===== config.mk =====
export PLATFORM = sky130hd
export DESIGN_NAME = peri_subsys_top
export DESIGN_NICKNAME = d
export VERILOG_FILES = /design/src/pcore_bus_pkg.sv /design/src/clint_pkg.sv /design/src/dbus_decoder.sv /design/src/clint.sv /design/src/scratch_mem.sv /design/src/peri_subsys_top.sv
export SDC_FILE = /design/constraint.sdc
export NUM_CORES = 2
export LEC_CHECK = 0
export BUFFER_PORTS_ARGS = -buffer_cell sky130_fd_sc_hd__buf_2
export CORE_MARGIN = 4
export CORE_UTILIZATION = 45
export CTS_CLUSTER_DIAMETER = 200
export DETAILED_ROUTE_END_ITERATION = 8
export PLACE_DENSITY_LB_ADDON = 0.05
export SYNTH_ARGS = -nofsm -noshare
export SYNTH_HDL_FRONTEND = slang
export SYNTH_HIERARCHICAL = 1
export SYNTH_SLANG_ARGS = --single-unit

===== constraint.sdc =====
create_clock -name clk -period 2.96 [get_ports clk]
set_clock_uncertainty 0.2 [all_clocks]
set_input_delay 0.296 -clock clk [delete_from_list [all_inputs] [get_ports clk]]
set_output_delay 0.296 -clock clk [all_outputs]
set_load 0.03 [all_outputs]

===== src/pcore_bus_pkg.sv =====
/* Data bus types and peripheral memory map.
   Word accesses only, no byte enables. Regions are 64 KiB aligned. */
package pcore_bus_pkg;

    // Bus data word and byte address
    typedef logic [31:0] word_t;
    typedef logic [31:0] addr_t;

    // ------------------------------------------------------------------
    // Memory map
    // ------------------------------------------------------------------

    // Lowest address bit that the decoder compares
    localparam int unsigned REGION_LSB = 16;

    // Core-level interruptor
    localparam addr_t CLINT_BASE = 32'h0200_0000;

    // Scratch word memory
    localparam addr_t SMEM_BASE = 32'h1000_0000;

    // ------------------------------------------------------------------
    // Scratch memory geometry
    // ------------------------------------------------------------------

    // Size in 32-bit words
    localparam int unsigned SMEM_DEPTH = 64;

    // Word index width, taken from address bit 2 upward
    localparam int unsigned SMEM_IDX_W = $clog2(SMEM_DEPTH);

endpackage


===== src/clint_pkg.sv =====
/* Register map of the machine timer block.
   Only mtime and mtimecmp exist. There is no msip register. */
package clint_pkg;

    // Offset bits decoded inside the timer region
    localparam int unsigned CLINT_OFF_W = 4;

    // 64-bit timer and compare value
    typedef logic [63:0] mtime_t;

    // Register offset inside the region
    typedef logic [CLINT_OFF_W-1:0] clint_off_t;

    // ------------------------------------------------------------------
    // Register byte offsets
    // ------------------------------------------------------------------

    // Free-running timer, low and high words
    localparam clint_off_t MTIME_LO    = 4'h0;
    localparam clint_off_t MTIME_HI    = 4'h4;

    // Compare value, low and high words
    localparam clint_off_t MTIMECMP_LO = 4'h8;
    localparam clint_off_t MTIMECMP_HI = 4'hC;

    // ------------------------------------------------------------------
    // Reset values
    // ------------------------------------------------------------------

    // All ones keeps the timer interrupt off until software sets a compare
    localparam mtime_t MTIMECMP_RST = {64{1'b1}};

endpackage


===== src/dbus_decoder.sv =====
`timescale 1ns/100ps

/* Selects are plain address decodes and ignore cyc.
   Unmapped accesses get a zero-data ack one cycle after the request. */
module dbus_decoder (
    input  logic                 clk,
    input  logic                 rst_n,
    input  logic                 dbus_cyc_i,
    input  logic                 dbus_w_en_i,
    input  pcore_bus_pkg::addr_t dbus_addr_i,
    output logic                 clint_sel_o,
    output logic                 smem_sel_o,
    input  pcore_bus_pkg::word_t clint_r_data_i,
    input  pcore_bus_pkg::word_t smem_r_data_i,
    input  logic                 clint_ack_i,
    input  logic                 smem_ack_i,
    output pcore_bus_pkg::word_t dbus_r_data_o,
    output logic                 dbus_ack_o
);
    import pcore_bus_pkg::*;

    // No region matched
    logic unmapped;

    // Delayed ack of the default responder
    logic dflt_ack_ff;

    // ------------------------------------------------------------------
    // Region decode
    // ------------------------------------------------------------------
    assign clint_sel_o = (dbus_addr_i[31:REGION_LSB] == CLINT_BASE[31:REGION_LSB]);
    assign smem_sel_o  = (dbus_addr_i[31:REGION_LSB] == SMEM_BASE[31:REGION_LSB]);
    assign unmapped    = !clint_sel_o && !smem_sel_o;

    // Default responder
    // One-cycle ack, then low for a cycle if the master keeps cyc up
    always_ff @(posedge clk or negedge rst_n) begin
        if (!rst_n) begin
            dflt_ack_ff <= 1'b0;
        end else begin
            dflt_ack_ff <= dbus_cyc_i && unmapped && !dflt_ack_ff;
        end
    end

    // ------------------------------------------------------------------
    // Response steering
    // ------------------------------------------------------------------
    // Master holds the address until ack, so the current select
    // still points at the peripheral that is answering
    always_comb begin
        if (clint_sel_o) begin
            dbus_r_data_o = clint_r_data_i;
            dbus_ack_o    = clint_ack_i;
        end else if (smem_sel_o) begin
            dbus_r_data_o = smem_r_data_i;
            dbus_ack_o    = smem_ack_i;
        end else begin
            dbus_r_data_o = '0;
            dbus_ack_o    = dflt_ack_ff;
        end
    end

    // Overlapping bases
    sel_exclusive: assert property (@(posedge clk) disable iff (!rst_n)
        !(clint_sel_o && smem_sel_o));

    // Mapped writes answered by the peripheral in the request cycle
    mapped_wr_ack: assert property (@(posedge clk) disable iff (!rst_n)
        dbus_cyc_i && dbus_w_en_i && !unmapped |-> dbus_ack_o);

endmodule


===== src/clint.sv =====
`timescale 1ns/100ps

/* Machine timer with 64-bit mtime and mtimecmp, word access only.
   A half write replaces that half and skips the increment for one cycle. */
module clint (
    input  logic                 clk,
    input  logic                 rst_n,
    input  logic                 clint_sel_i,
    input  logic                 dbus_cyc_i,
    input  logic                 dbus_w_en_i,
    input  pcore_bus_pkg::addr_t dbus_addr_i,
    input  pcore_bus_pkg::word_t dbus_w_data_i,
    output pcore_bus_pkg::word_t clint_r_data_o,
    output logic                 clint_ack_o,
    output logic                 clint_timer_irq_o
);
    import pcore_bus_pkg::*;
    import clint_pkg::*;

    // Bus request decode
    clint_off_t addr_offset;
    logic       r_req;
    logic       w_req;

    // Register state
    mtime_t mtime_ff, mtime_next;
    mtime_t mtimecmp_ff, mtimecmp_next;

    // Per-half write strobes
    logic mtime_lo_wr;
    logic mtime_hi_wr;
    logic mtimecmp_lo_wr;
    logic mtimecmp_hi_wr;

    // Read mux and registered response
    word_t r_data;
    word_t r_data_ff;
    logic  r_ack_ff;

    logic irq_ff;

    assign addr_offset = dbus_addr_i[CLINT_OFF_W-1:0];
    assign r_req       = clint_sel_i && dbus_cyc_i && !dbus_w_en_i;
    assign w_req       = clint_sel_i && dbus_cyc_i && dbus_w_en_i;

    // ------------------------------------------------------------------
    // Register decode
    // ------------------------------------------------------------------
    always_comb begin
        r_data = '0;
        case (addr_offset)
            MTIME_LO:    r_data = mtime_ff[31:0];
            MTIME_HI:    r_data = mtime_ff[63:32];
            MTIMECMP_LO: r_data = mtimecmp_ff[31:0];
            MTIMECMP_HI: r_data = mtimecmp_ff[63:32];
            default:     r_data = '0;
        endcase
    end

    // Unused offsets ignore writes
    assign mtime_lo_wr    = w_req && (addr_offset == MTIME_LO);
    assign mtime_hi_wr    = w_req && (addr_offset == MTIME_HI);
    assign mtimecmp_lo_wr = w_req && (addr_offset == MTIMECMP_LO);
    assign mtimecmp_hi_wr = w_req && (addr_offset == MTIMECMP_HI);

    // ------------------------------------------------------------------
    // Timer and compare registers
    // ------------------------------------------------------------------
    always_comb begin
        mtime_next = mtime_ff + 64'd1;
        if (mtime_lo_wr) begin
            mtime_next = {mtime_ff[63:32], dbus_w_data_i};
        end else if (mtime_hi_wr) begin
            mtime_next = {dbus_w_data_i, mtime_ff[31:0]};
        end

        mtimecmp_next = mtimecmp_ff;
        if (mtimecmp_lo_wr) begin
            mtimecmp_next = {mtimecmp_ff[63:32], dbus_w_data_i};
        end else if (mtimecmp_hi_wr) begin
            mtimecmp_next = {dbus_w_data_i, mtimecmp_ff[31:0]};
        end
    end

    always_ff @(posedge clk or negedge rst_n) begin
        if (!rst_n) begin
            mtime_ff    <= '0;
            mtimecmp_ff <= MTIMECMP_RST;
            irq_ff      <= 1'b0;
        end else begin
            mtime_ff    <= mtime_next;
            mtimecmp_ff <= mtimecmp_next;
            // Level interrupt, follows the compare one cycle late
            irq_ff      <= (mtime_ff >= mtimecmp_ff);
        end
    end

    // ------------------------------------------------------------------
    // Bus response
    // ------------------------------------------------------------------
    // Read data sampled at the first request edge
    // A held read is answered every second cycle
    always_ff @(posedge clk or negedge rst_n) begin
        if (!rst_n) begin
            r_ack_ff  <= 1'b0;
            r_data_ff <= '0;
        end else begin
            r_ack_ff <= r_req && !r_ack_ff;
            if (r_req && !r_ack_ff) begin
                r_data_ff <= r_data;
            end
        end
    end

    assign clint_r_data_o    = r_data_ff;
    assign clint_ack_o       = w_req || r_ack_ff;
    assign clint_timer_irq_o = irq_ff;

    wr_flags_onehot: assert property (@(posedge clk) disable iff (!rst_n)
        $onehot0({mtime_lo_wr, mtime_hi_wr, mtimecmp_lo_wr, mtimecmp_hi_wr}));

    // Ack only while or right after a request
    ack_needs_cyc: assert property (@(posedge clk) disable iff (!rst_n)
        clint_ack_o |-> (dbus_cyc_i || $past(dbus_cyc_i)));

endmodule


===== src/scratch_mem.sv =====
`timescale 1ns/100ps

/* Word memory indexed by address bits above bit 1; upper bits alias.
   Write ack in the request cycle, read ack and data one cycle later. */
module scratch_mem (
    input  logic                 clk,
    input  logic                 rst_n,
    input  logic                 smem_sel_i,
    input  logic                 dbus_cyc_i,
    input  logic                 dbus_w_en_i,
    input  pcore_bus_pkg::addr_t dbus_addr_i,
    input  pcore_bus_pkg::word_t dbus_w_data_i,
    output pcore_bus_pkg::word_t smem_r_data_o,
    output logic                 smem_ack_o
);
    import pcore_bus_pkg::*;

    // Storage
    word_t mem [SMEM_DEPTH];

    logic [SMEM_IDX_W-1:0] idx;
    logic                  r_req;
    logic                  w_req;

    // Registered read response
    word_t r_data_ff;
    logic  r_ack_ff;

    assign idx   = dbus_addr_i[2 +: SMEM_IDX_W];
    assign r_req = smem_sel_i && dbus_cyc_i && !dbus_w_en_i;
    assign w_req = smem_sel_i && dbus_cyc_i && dbus_w_en_i;

    // ------------------------------------------------------------------
    // Write port
    // ------------------------------------------------------------------
    always_ff @(posedge clk) begin
        if (w_req) begin
            mem[idx] <= dbus_w_data_i;
        end
    end

    // ------------------------------------------------------------------
    // Read port, same timing as the timer block
    // ------------------------------------------------------------------
    always_ff @(posedge clk or negedge rst_n) begin
        if (!rst_n) begin
            r_ack_ff  <= 1'b0;
            r_data_ff <= '0;
        end else begin
            r_ack_ff <= r_req && !r_ack_ff;
            if (r_req && !r_ack_ff) begin
                r_data_ff <= mem[idx];
            end
        end
    end

    assign smem_r_data_o = r_data_ff;
    assign smem_ack_o    = w_req || r_ack_ff;

    // Held read gets a gap cycle after each ack
    held_rd_gap: assert property (@(posedge clk) disable iff (!rst_n)
        r_req && smem_ack_o |=> !smem_ack_o);

endmodule


===== src/peri_subsys_top.sv =====
`timescale 1ns/100ps

/* Peripheral corner of the data bus: decoder, timer and scratch memory.
   One master; the master must hold a request until it sees ack. */
module peri_subsys_top (
    input  logic                 clk,
    input  logic                 rst_n,
    input  logic                 dbus_cyc_i,
    input  logic                 dbus_w_en_i,
    input  pcore_bus_pkg::addr_t dbus_addr_i,
    input  pcore_bus_pkg::word_t dbus_w_data_i,
    output pcore_bus_pkg::word_t dbus_r_data_o,
    output logic                 dbus_ack_o,
    output logic                 timer_irq_o
);
    import pcore_bus_pkg::*;

    // Region selects
    logic  clint_sel;
    logic  smem_sel;

    // Peripheral responses
    word_t clint_r_data;
    word_t smem_r_data;
    logic  clint_ack;
    logic  smem_ack;

    dbus_decoder u_dbus_decoder (
        .clk           (clk),
        .rst_n         (rst_n),
        .dbus_cyc_i    (dbus_cyc_i),
        .dbus_w_en_i   (dbus_w_en_i),
        .dbus_addr_i   (dbus_addr_i),
        .clint_sel_o   (clint_sel),
        .smem_sel_o    (smem_sel),
        .clint_r_data_i(clint_r_data),
        .smem_r_data_i (smem_r_data),
        .clint_ack_i   (clint_ack),
        .smem_ack_i    (smem_ack),
        .dbus_r_data_o (dbus_r_data_o),
        .dbus_ack_o    (dbus_ack_o)
    );

    // Timer interrupt goes straight out
    clint u_clint (
        .clk              (clk),
        .rst_n            (rst_n),
        .clint_sel_i      (clint_sel),
        .dbus_cyc_i       (dbus_cyc_i),
        .dbus_w_en_i      (dbus_w_en_i),
        .dbus_addr_i      (dbus_addr_i),
        .dbus_w_data_i    (dbus_w_data_i),
        .clint_r_data_o   (clint_r_data),
        .clint_ack_o      (clint_ack),
        .clint_timer_irq_o(timer_irq_o)
    );

    scratch_mem u_scratch_mem (
        .clk          (clk),
        .rst_n        (rst_n),
        .smem_sel_i   (smem_sel),
        .dbus_cyc_i   (dbus_cyc_i),
        .dbus_w_en_i  (dbus_w_en_i),
        .dbus_addr_i  (dbus_addr_i),
        .dbus_w_data_i(dbus_w_data_i),
        .smem_r_data_o(smem_r_data),
        .smem_ack_o   (smem_ack)
    );

endmodule


Word level (Yosys, flattened, before mapping)
Memory sizes are Yosys's and may differ from the RTL's. A register that Yosys moved wholly into a read port is not among the register bits.
Cells that the tools add are included.
{"block": "op_classes", "n_bitwise": 1, "muxes": 10, "magnitude_cmp": 1, "n_eq_ne": 6, "n_reduce_logical": 26, "addsub": 1}
{"operator": "32-bit two-way mux", "count": 4}
{"operator": "32-bit case mux with 4 select lines", "count": 1}
{"operator": "64-bit by 1-bit adder with 64-bit output, second input constant", "count": 1}
{"operator": "64-bit greater-or-equal comparator", "count": 1}
{"operator": "64-bit two-way mux", "count": 1}
{"operator": "16-bit by 10-bit == test with 1-bit output, second input constant", "count": 1}
{"operator": "16-bit by 13-bit == test with 1-bit output, second input constant", "count": 1}
{"operator": "1-bit logical AND", "count": 15}
{"operator": "4-bit == test, second input constant", "count": 2}
{"operator": "1-bit zero test", "count": 7}
{"operator": "4-bit by 3-bit == test with 1-bit output, second input constant", "count": 1}
{"operator": "4-bit zero test", "count": 1}
{"operator": "1-bit two-way mux", "count": 4}
{"operator": "1-bit logical OR", "count": 2}
{"operator": "2-bit by 1-bit inequality test with 1-bit output, second input constant", "count": 1}
{"operator": "2-bit AND reduction", "count": 1}
{"operator": "1-bit inverter", "count": 1}
{"block": "word_totals", "word_cells": 55, "n_memories": 1, "regBits": 164, "inputBits": 68, "ramBits": 2048, "out_inout_bits": 34}
{"name": "u_scratch_mem.mem", "depth": 64, "width": 32, "read_ports": 1, "rd_ports_with_merged_regs": 1, "write_ports": 1, "line_no": "scratch_mem.sv:19", "rtl": "word_t mem [SMEM_DEPTH];"}

Longest topological paths before layout
{"block": "logic_depth", "ltp_word": 6, "depth_mapped": 12, "ltp_nobuf": 10}

Modules after synthesis
Netlist, hierarchy kept.
{"mod": "scratch_mem", "n_inst": 1, "area_per_inst_um2": 79874.1, "cells_per_inst": 4279, "seq_area_each_um2": 62324.8}
{"mod": "clint", "n_inst": 1, "area_per_inst_um2": 9659.3, "cells_per_inst": 1108, "seq_area_each_um2": 4134.0}
{"mod": "dbus_decoder", "n_inst": 1, "area_per_inst_um2": 504.2, "cells_per_inst": 55, "seq_area_each_um2": 25.0}

Least setup slack after synthesis
No wires, ideal clock.
{"block": "synth_path", "path_kind": "input-to-reg", "from": "in dbus_addr_i[29]", "to": "mem u_scratch_mem/mem[55][0] (netlist name) (enable)", "required_ns": 2.339, "setup_time_ns": 0.421, "cell_stages": 8, "path_slack_ns": -0.839, "n_path_buf": 2, "t_arrival_ns": 3.178, "cell_sequence": "nor4_2 -> nand4_2 -> nor2_4 -> buf_6 -> and3_1 -> clkbuf_1 -> nand2_1 -> nor2_1"}
{"block": "synth_via", "elab_chain_cells": 5}
{"item": "start: declaration", "line_no": "peri_subsys_top.sv:10", "rtl": "input pcore_bus_pkg::addr_t dbus_addr_i,"}
{"item": "16-bit by 13-bit == test with 1-bit output", "line_no": "dbus_decoder.sv:32", "rtl": "assign smem_sel_o = (dbus_addr_i[31:REGION_LSB] == SMEM_BASE[31:REGION_LSB]);"}
{"item": "named net smem_sel", "line_no": "peri_subsys_top.sv:20", "rtl": "logic smem_sel;"}
{"item": "1-bit logical AND (2 in a row)", "line_no": "scratch_mem.sv:31", "rtl": "assign w_req = smem_sel_i && dbus_cyc_i && dbus_w_en_i;"}
{"item": "1-bit two-way mux", "line_no": "scratch_mem.sv:37", "rtl": "if (w_req) begin"}
{"item": "1-bit two-way mux (not written as such)", "line_no": "scratch_mem.sv:38", "rtl": "mem[idx] <= dbus_w_data_i;"}
{"item": "end: declaration", "line_no": "scratch_mem.sv:19"}
The timed path passes the listed nets, and every way through them passes these cells.

==> flow_summary.toml <==
[outcome]
outcome = "finished clean"

[timing]
holdWs_ps = 103
fin_crit_ps = 2810
max-slew-margin-rel_pct = 31.4
tightest_slew_ps = 1020
finalSetupTns_ps = 0
finalHoldViolations = 0
drv_slew = 0
rsz0062_at_grt = "false"
max_clock_freq_mhz = 356
fin_crit_sh_pct = 95.0
final-setup-viol-count = 0

[clock_tree]
htreeDepth = 4
cts_buffers = 235
clkLatencyLatePin_ps = 900
root_buffer = "clkbuf_16"
cts_tree = "yes"
max-clock-path-buffers = 3
postCtsSetupBuffers = 0
path_clk_slew_ps = 60
clock_sinks = 2244

[placement]
place_area_um2 = 103000
hpwl_um = 228000
numPortBuffers = 93
dp_cells = 8779
gp_congestion = 0.974

[critical_path]
r2r_cells = 7
setup.worst_path.end_class = "register"
cp_max_fo = 1
r2r_slack_ps = 150
r2r_start = "u_scratch_mem/mem[41][14]"
crit_type = "register to register"
crit_arrival_ps = 3370
start_kind = "register"
required_ps = 3520
reg2reg_to = "u_scratch_mem/smem_r_data_o[14]"

[die]
die_h_um = 455
core_um2 = 198000
die_area_um2 = 207000
rows = 163
io_pins = 102
die_x_um = 455
start_util_pct = 45.4

[min_path]
hp-start = "dbus_w_data_i[20]"
hold_end = "u_clint/mtimecmp_ff[20]"
whs_path_depth = 4
hp-class = "primary input to register"

[detailed_routing]
vias = 58597
via_per_inst = 6.32
drcViolationCount = 0
routed_wl_um = 339000
wl_per_cell_um = 36.6
wl_met2_um = 151000
first_pass_iters = 7
wl_met1_um = 138000
drt_first_iter_violations = 8339
dr.max_layer_used = "met5"
drtAntennaViolNets = 0
dr_wl_met3_um = 33400

[finish]
final_layout_size_suffix_gt1_share_pct = 28.1
area_growth_pct = 23.1
final_cells = 9269
nets = 6551
final_core_util_pct = 55.9
design_area_um2 = 111000
nFillCells = 15946

[synthesis]
syn_inst = 5442
synthesis.area_um2 = 90000
synth_warnings = 6
synth_cell_types = 88
synthArstFlopShare_pct = 8.73
yosysSeqAreaShare_pct = 73.8
synth_top_area_cell = "edfxtp_1"
syn-num-nets = 5575
synth_ff_type = "edfxtp_1"
synth_edf_count = 2048
synth_seq_cells = 2244
synth_area_leaders = "edfxtp_1, dfrtp_1, mux2i_1"
synth_area_per_cell_um2 = 16.5
synth_top_area_share_pct = 68.3

[global_route]
overflow = 0
grt_pass1_vias = 55824
grtUsageTotal_pct = 32.4
grt_antenna_before_repair = 34
grt_pass1_wl_um = 464000
grt_max_degree = 69

[job]
cap_violations = 0

[power]
p_seq_share_pct = 50.8
power.density_nw_per_um2 = 614
leakage_nw = 38.8
pwr-share-comb_pct = 7.1
power_switching_share_pct = 23.0
irDropWorstVdd_v = 0.000552
switching_power_mw = 15.7
clkPwrFrac_pct = 42.1
intPower_mw = 52.4
## power by group through the flow
stage               Sequential (mW)  Combinational (mW)  Clock (mW)
detailed placement             35.3                4.67           0
floorplan                      35.3                1.59           0
global placement               35.3                4.66           0
CTS                            34.6                4.74        29.0
global route                   34.6                4.92        30.4
finish                         34.6                4.81        28.6
## cells in the final DEF (no fill, tap or decap), drive strengths merged, types with 11 or more instances in the layout
cell type and count:
edfxtp 2048, buf 1063, mux2i 312, clkbuf 312, a221oi 269, nor2 262, nand2 245, o21ai 232
a21oi 198, mux2 184, a22oi 165, dfrtp 132, o22ai 118, clkinv 107, mux4 98, a22o 84
inv 82, ha 65, dfstp 64, nand3 61, dlygate4sd3 41, a221o 41, nand4 40, a211oi 33
nor3 26, a31oi 23, o2bb2ai 23, a222oi 22, and3 21, o211ai 15, o32a 15, bufinv 14
nor2b 14, nor4 14, a21o 13, o221ai 12, nand2b 11, o22a 11
## through the flow
step	setup WS, ps	power, mW
2_1_floorplan	-68.2	36.9
3_3_place_gp	-779	39.9
3_5_place_dp	-789	39.9
4_1_cts	13.2	68.4
5_1_grt	57.8	69.9
6_report	149	68.1
## cells by family (layout without fill, tap and decap cells)
kind of cell / Yosys count / count (layout) / synth area share [%]
flip-flops: 2244 / 2244 / 73.8
AO/OA/AOI/OAI: 1344 / 1344 / 10.7
AND/OR/NAND/NOR: 746 / 746 / 3.85
multiplexers: 594 / 594 / 8.23
buffers and inverters: 446 / 1623 / 2.46
adder cells (fa/ha/maj): 65 / 65 / 0.903
XOR/XNOR: 3 / 3 / 0.0292
other: 0 / 10 / 0
## metal layers
| layer | vias up | global-route usage (%) |
|---|---|---|
| li1 | 24131 | - |
| met1 | 30685 | 46.3 |
| met2 | 3215 | 48.5 |
| met3 | 562 | 6.87 |
| met4 | 4 | 13.7 |
| met5 | - | 0 |
## Yosys cell counts (all sizes together) (61+ instances only)
library cell  number
a21oi            198
a221oi           269
a22o              84
a22oi            165
buf              219
clkbuf           147
dfrtp            132
dfstp             64
edfxtp          2048
ha                65
inv               79
mux2             184
mux2i            312
mux4              98
nand2            245
nand3             61
nor2             262
o21ai            232
o22ai            118
## registers in the layout (all words and copies together), names as in the netlist
register and count:
u_clint/mtime_ff 64, u_clint/clint_r_data_o 32, u_clint/r_ack_ff 1, u_scratch_mem/mem 2048, u_scratch_mem/smem_r_data_o 32, u_clint/mtimecmp_ff 64
u_clint/clint_timer_irq_o 1, u_dbus_decoder/dflt_ack_ff 1, u_scratch_mem/r_ack_ff 1
## worst max path at each step
| stage | start | endpoint | slack [ps] |
|---|---|---|---|
| after CTS | u_clint/mtimecmp_ff[0] | u_clint/clint_timer_irq_o | 10 |
| after global placement | dbus_addr_i[2] | u_scratch_mem/smem_r_data_o[30] | -780 |
| after global routing | u_clint/mtime_ff[0] | u_clint/mtime_ff[56] | 60 |
| after floorplan | dbus_addr_i[29] | u_scratch_mem/mem[63][0] | -70 |
| after detailed placement | dbus_addr_i[2] | u_scratch_mem/smem_r_data_o[30] | -790 |
| final | u_scratch_mem/mem[41][14] | u_scratch_mem/smem_r_data_o[14] | 150 |
## critical path: stages (launching register included)
cell and delay, ps:
edfxtp_1 360, mux2_2 260, a221oi_1 240, a21oi_1 70, o21ai_0 800, nand4_1 190, buf_4 220, o32a_1 340
## what timing repair did
action,in CTS,in global routing
endpoints found under the hold margin,1751,0
pin swaps,0,0
gates cloned,0,0
gates resized for setup,1,3
setup endpoints to repair,1,1
hold buffers,42,0
## final cells by class
type | instances | area [um2] | share of cell area, %
Antenna cell | 10 | 25.0 | 0.0226
Clock buffer | 311 | 6290 | 5.67
Clock inverter | 127 | 1130 | 1.02
Inverter | 80 | 309 | 0.279
Multi-Input combinational cell | 2752 | 22000 | 19.8
Sequential cell | 2244 | 66500 | 60.0
Tap cell | 2640 | 3300 | 2.98
Timing Repair Buffer | 1105 | 11300 | 10.2
Note: power is estimated with default switching activity, not from simulation.
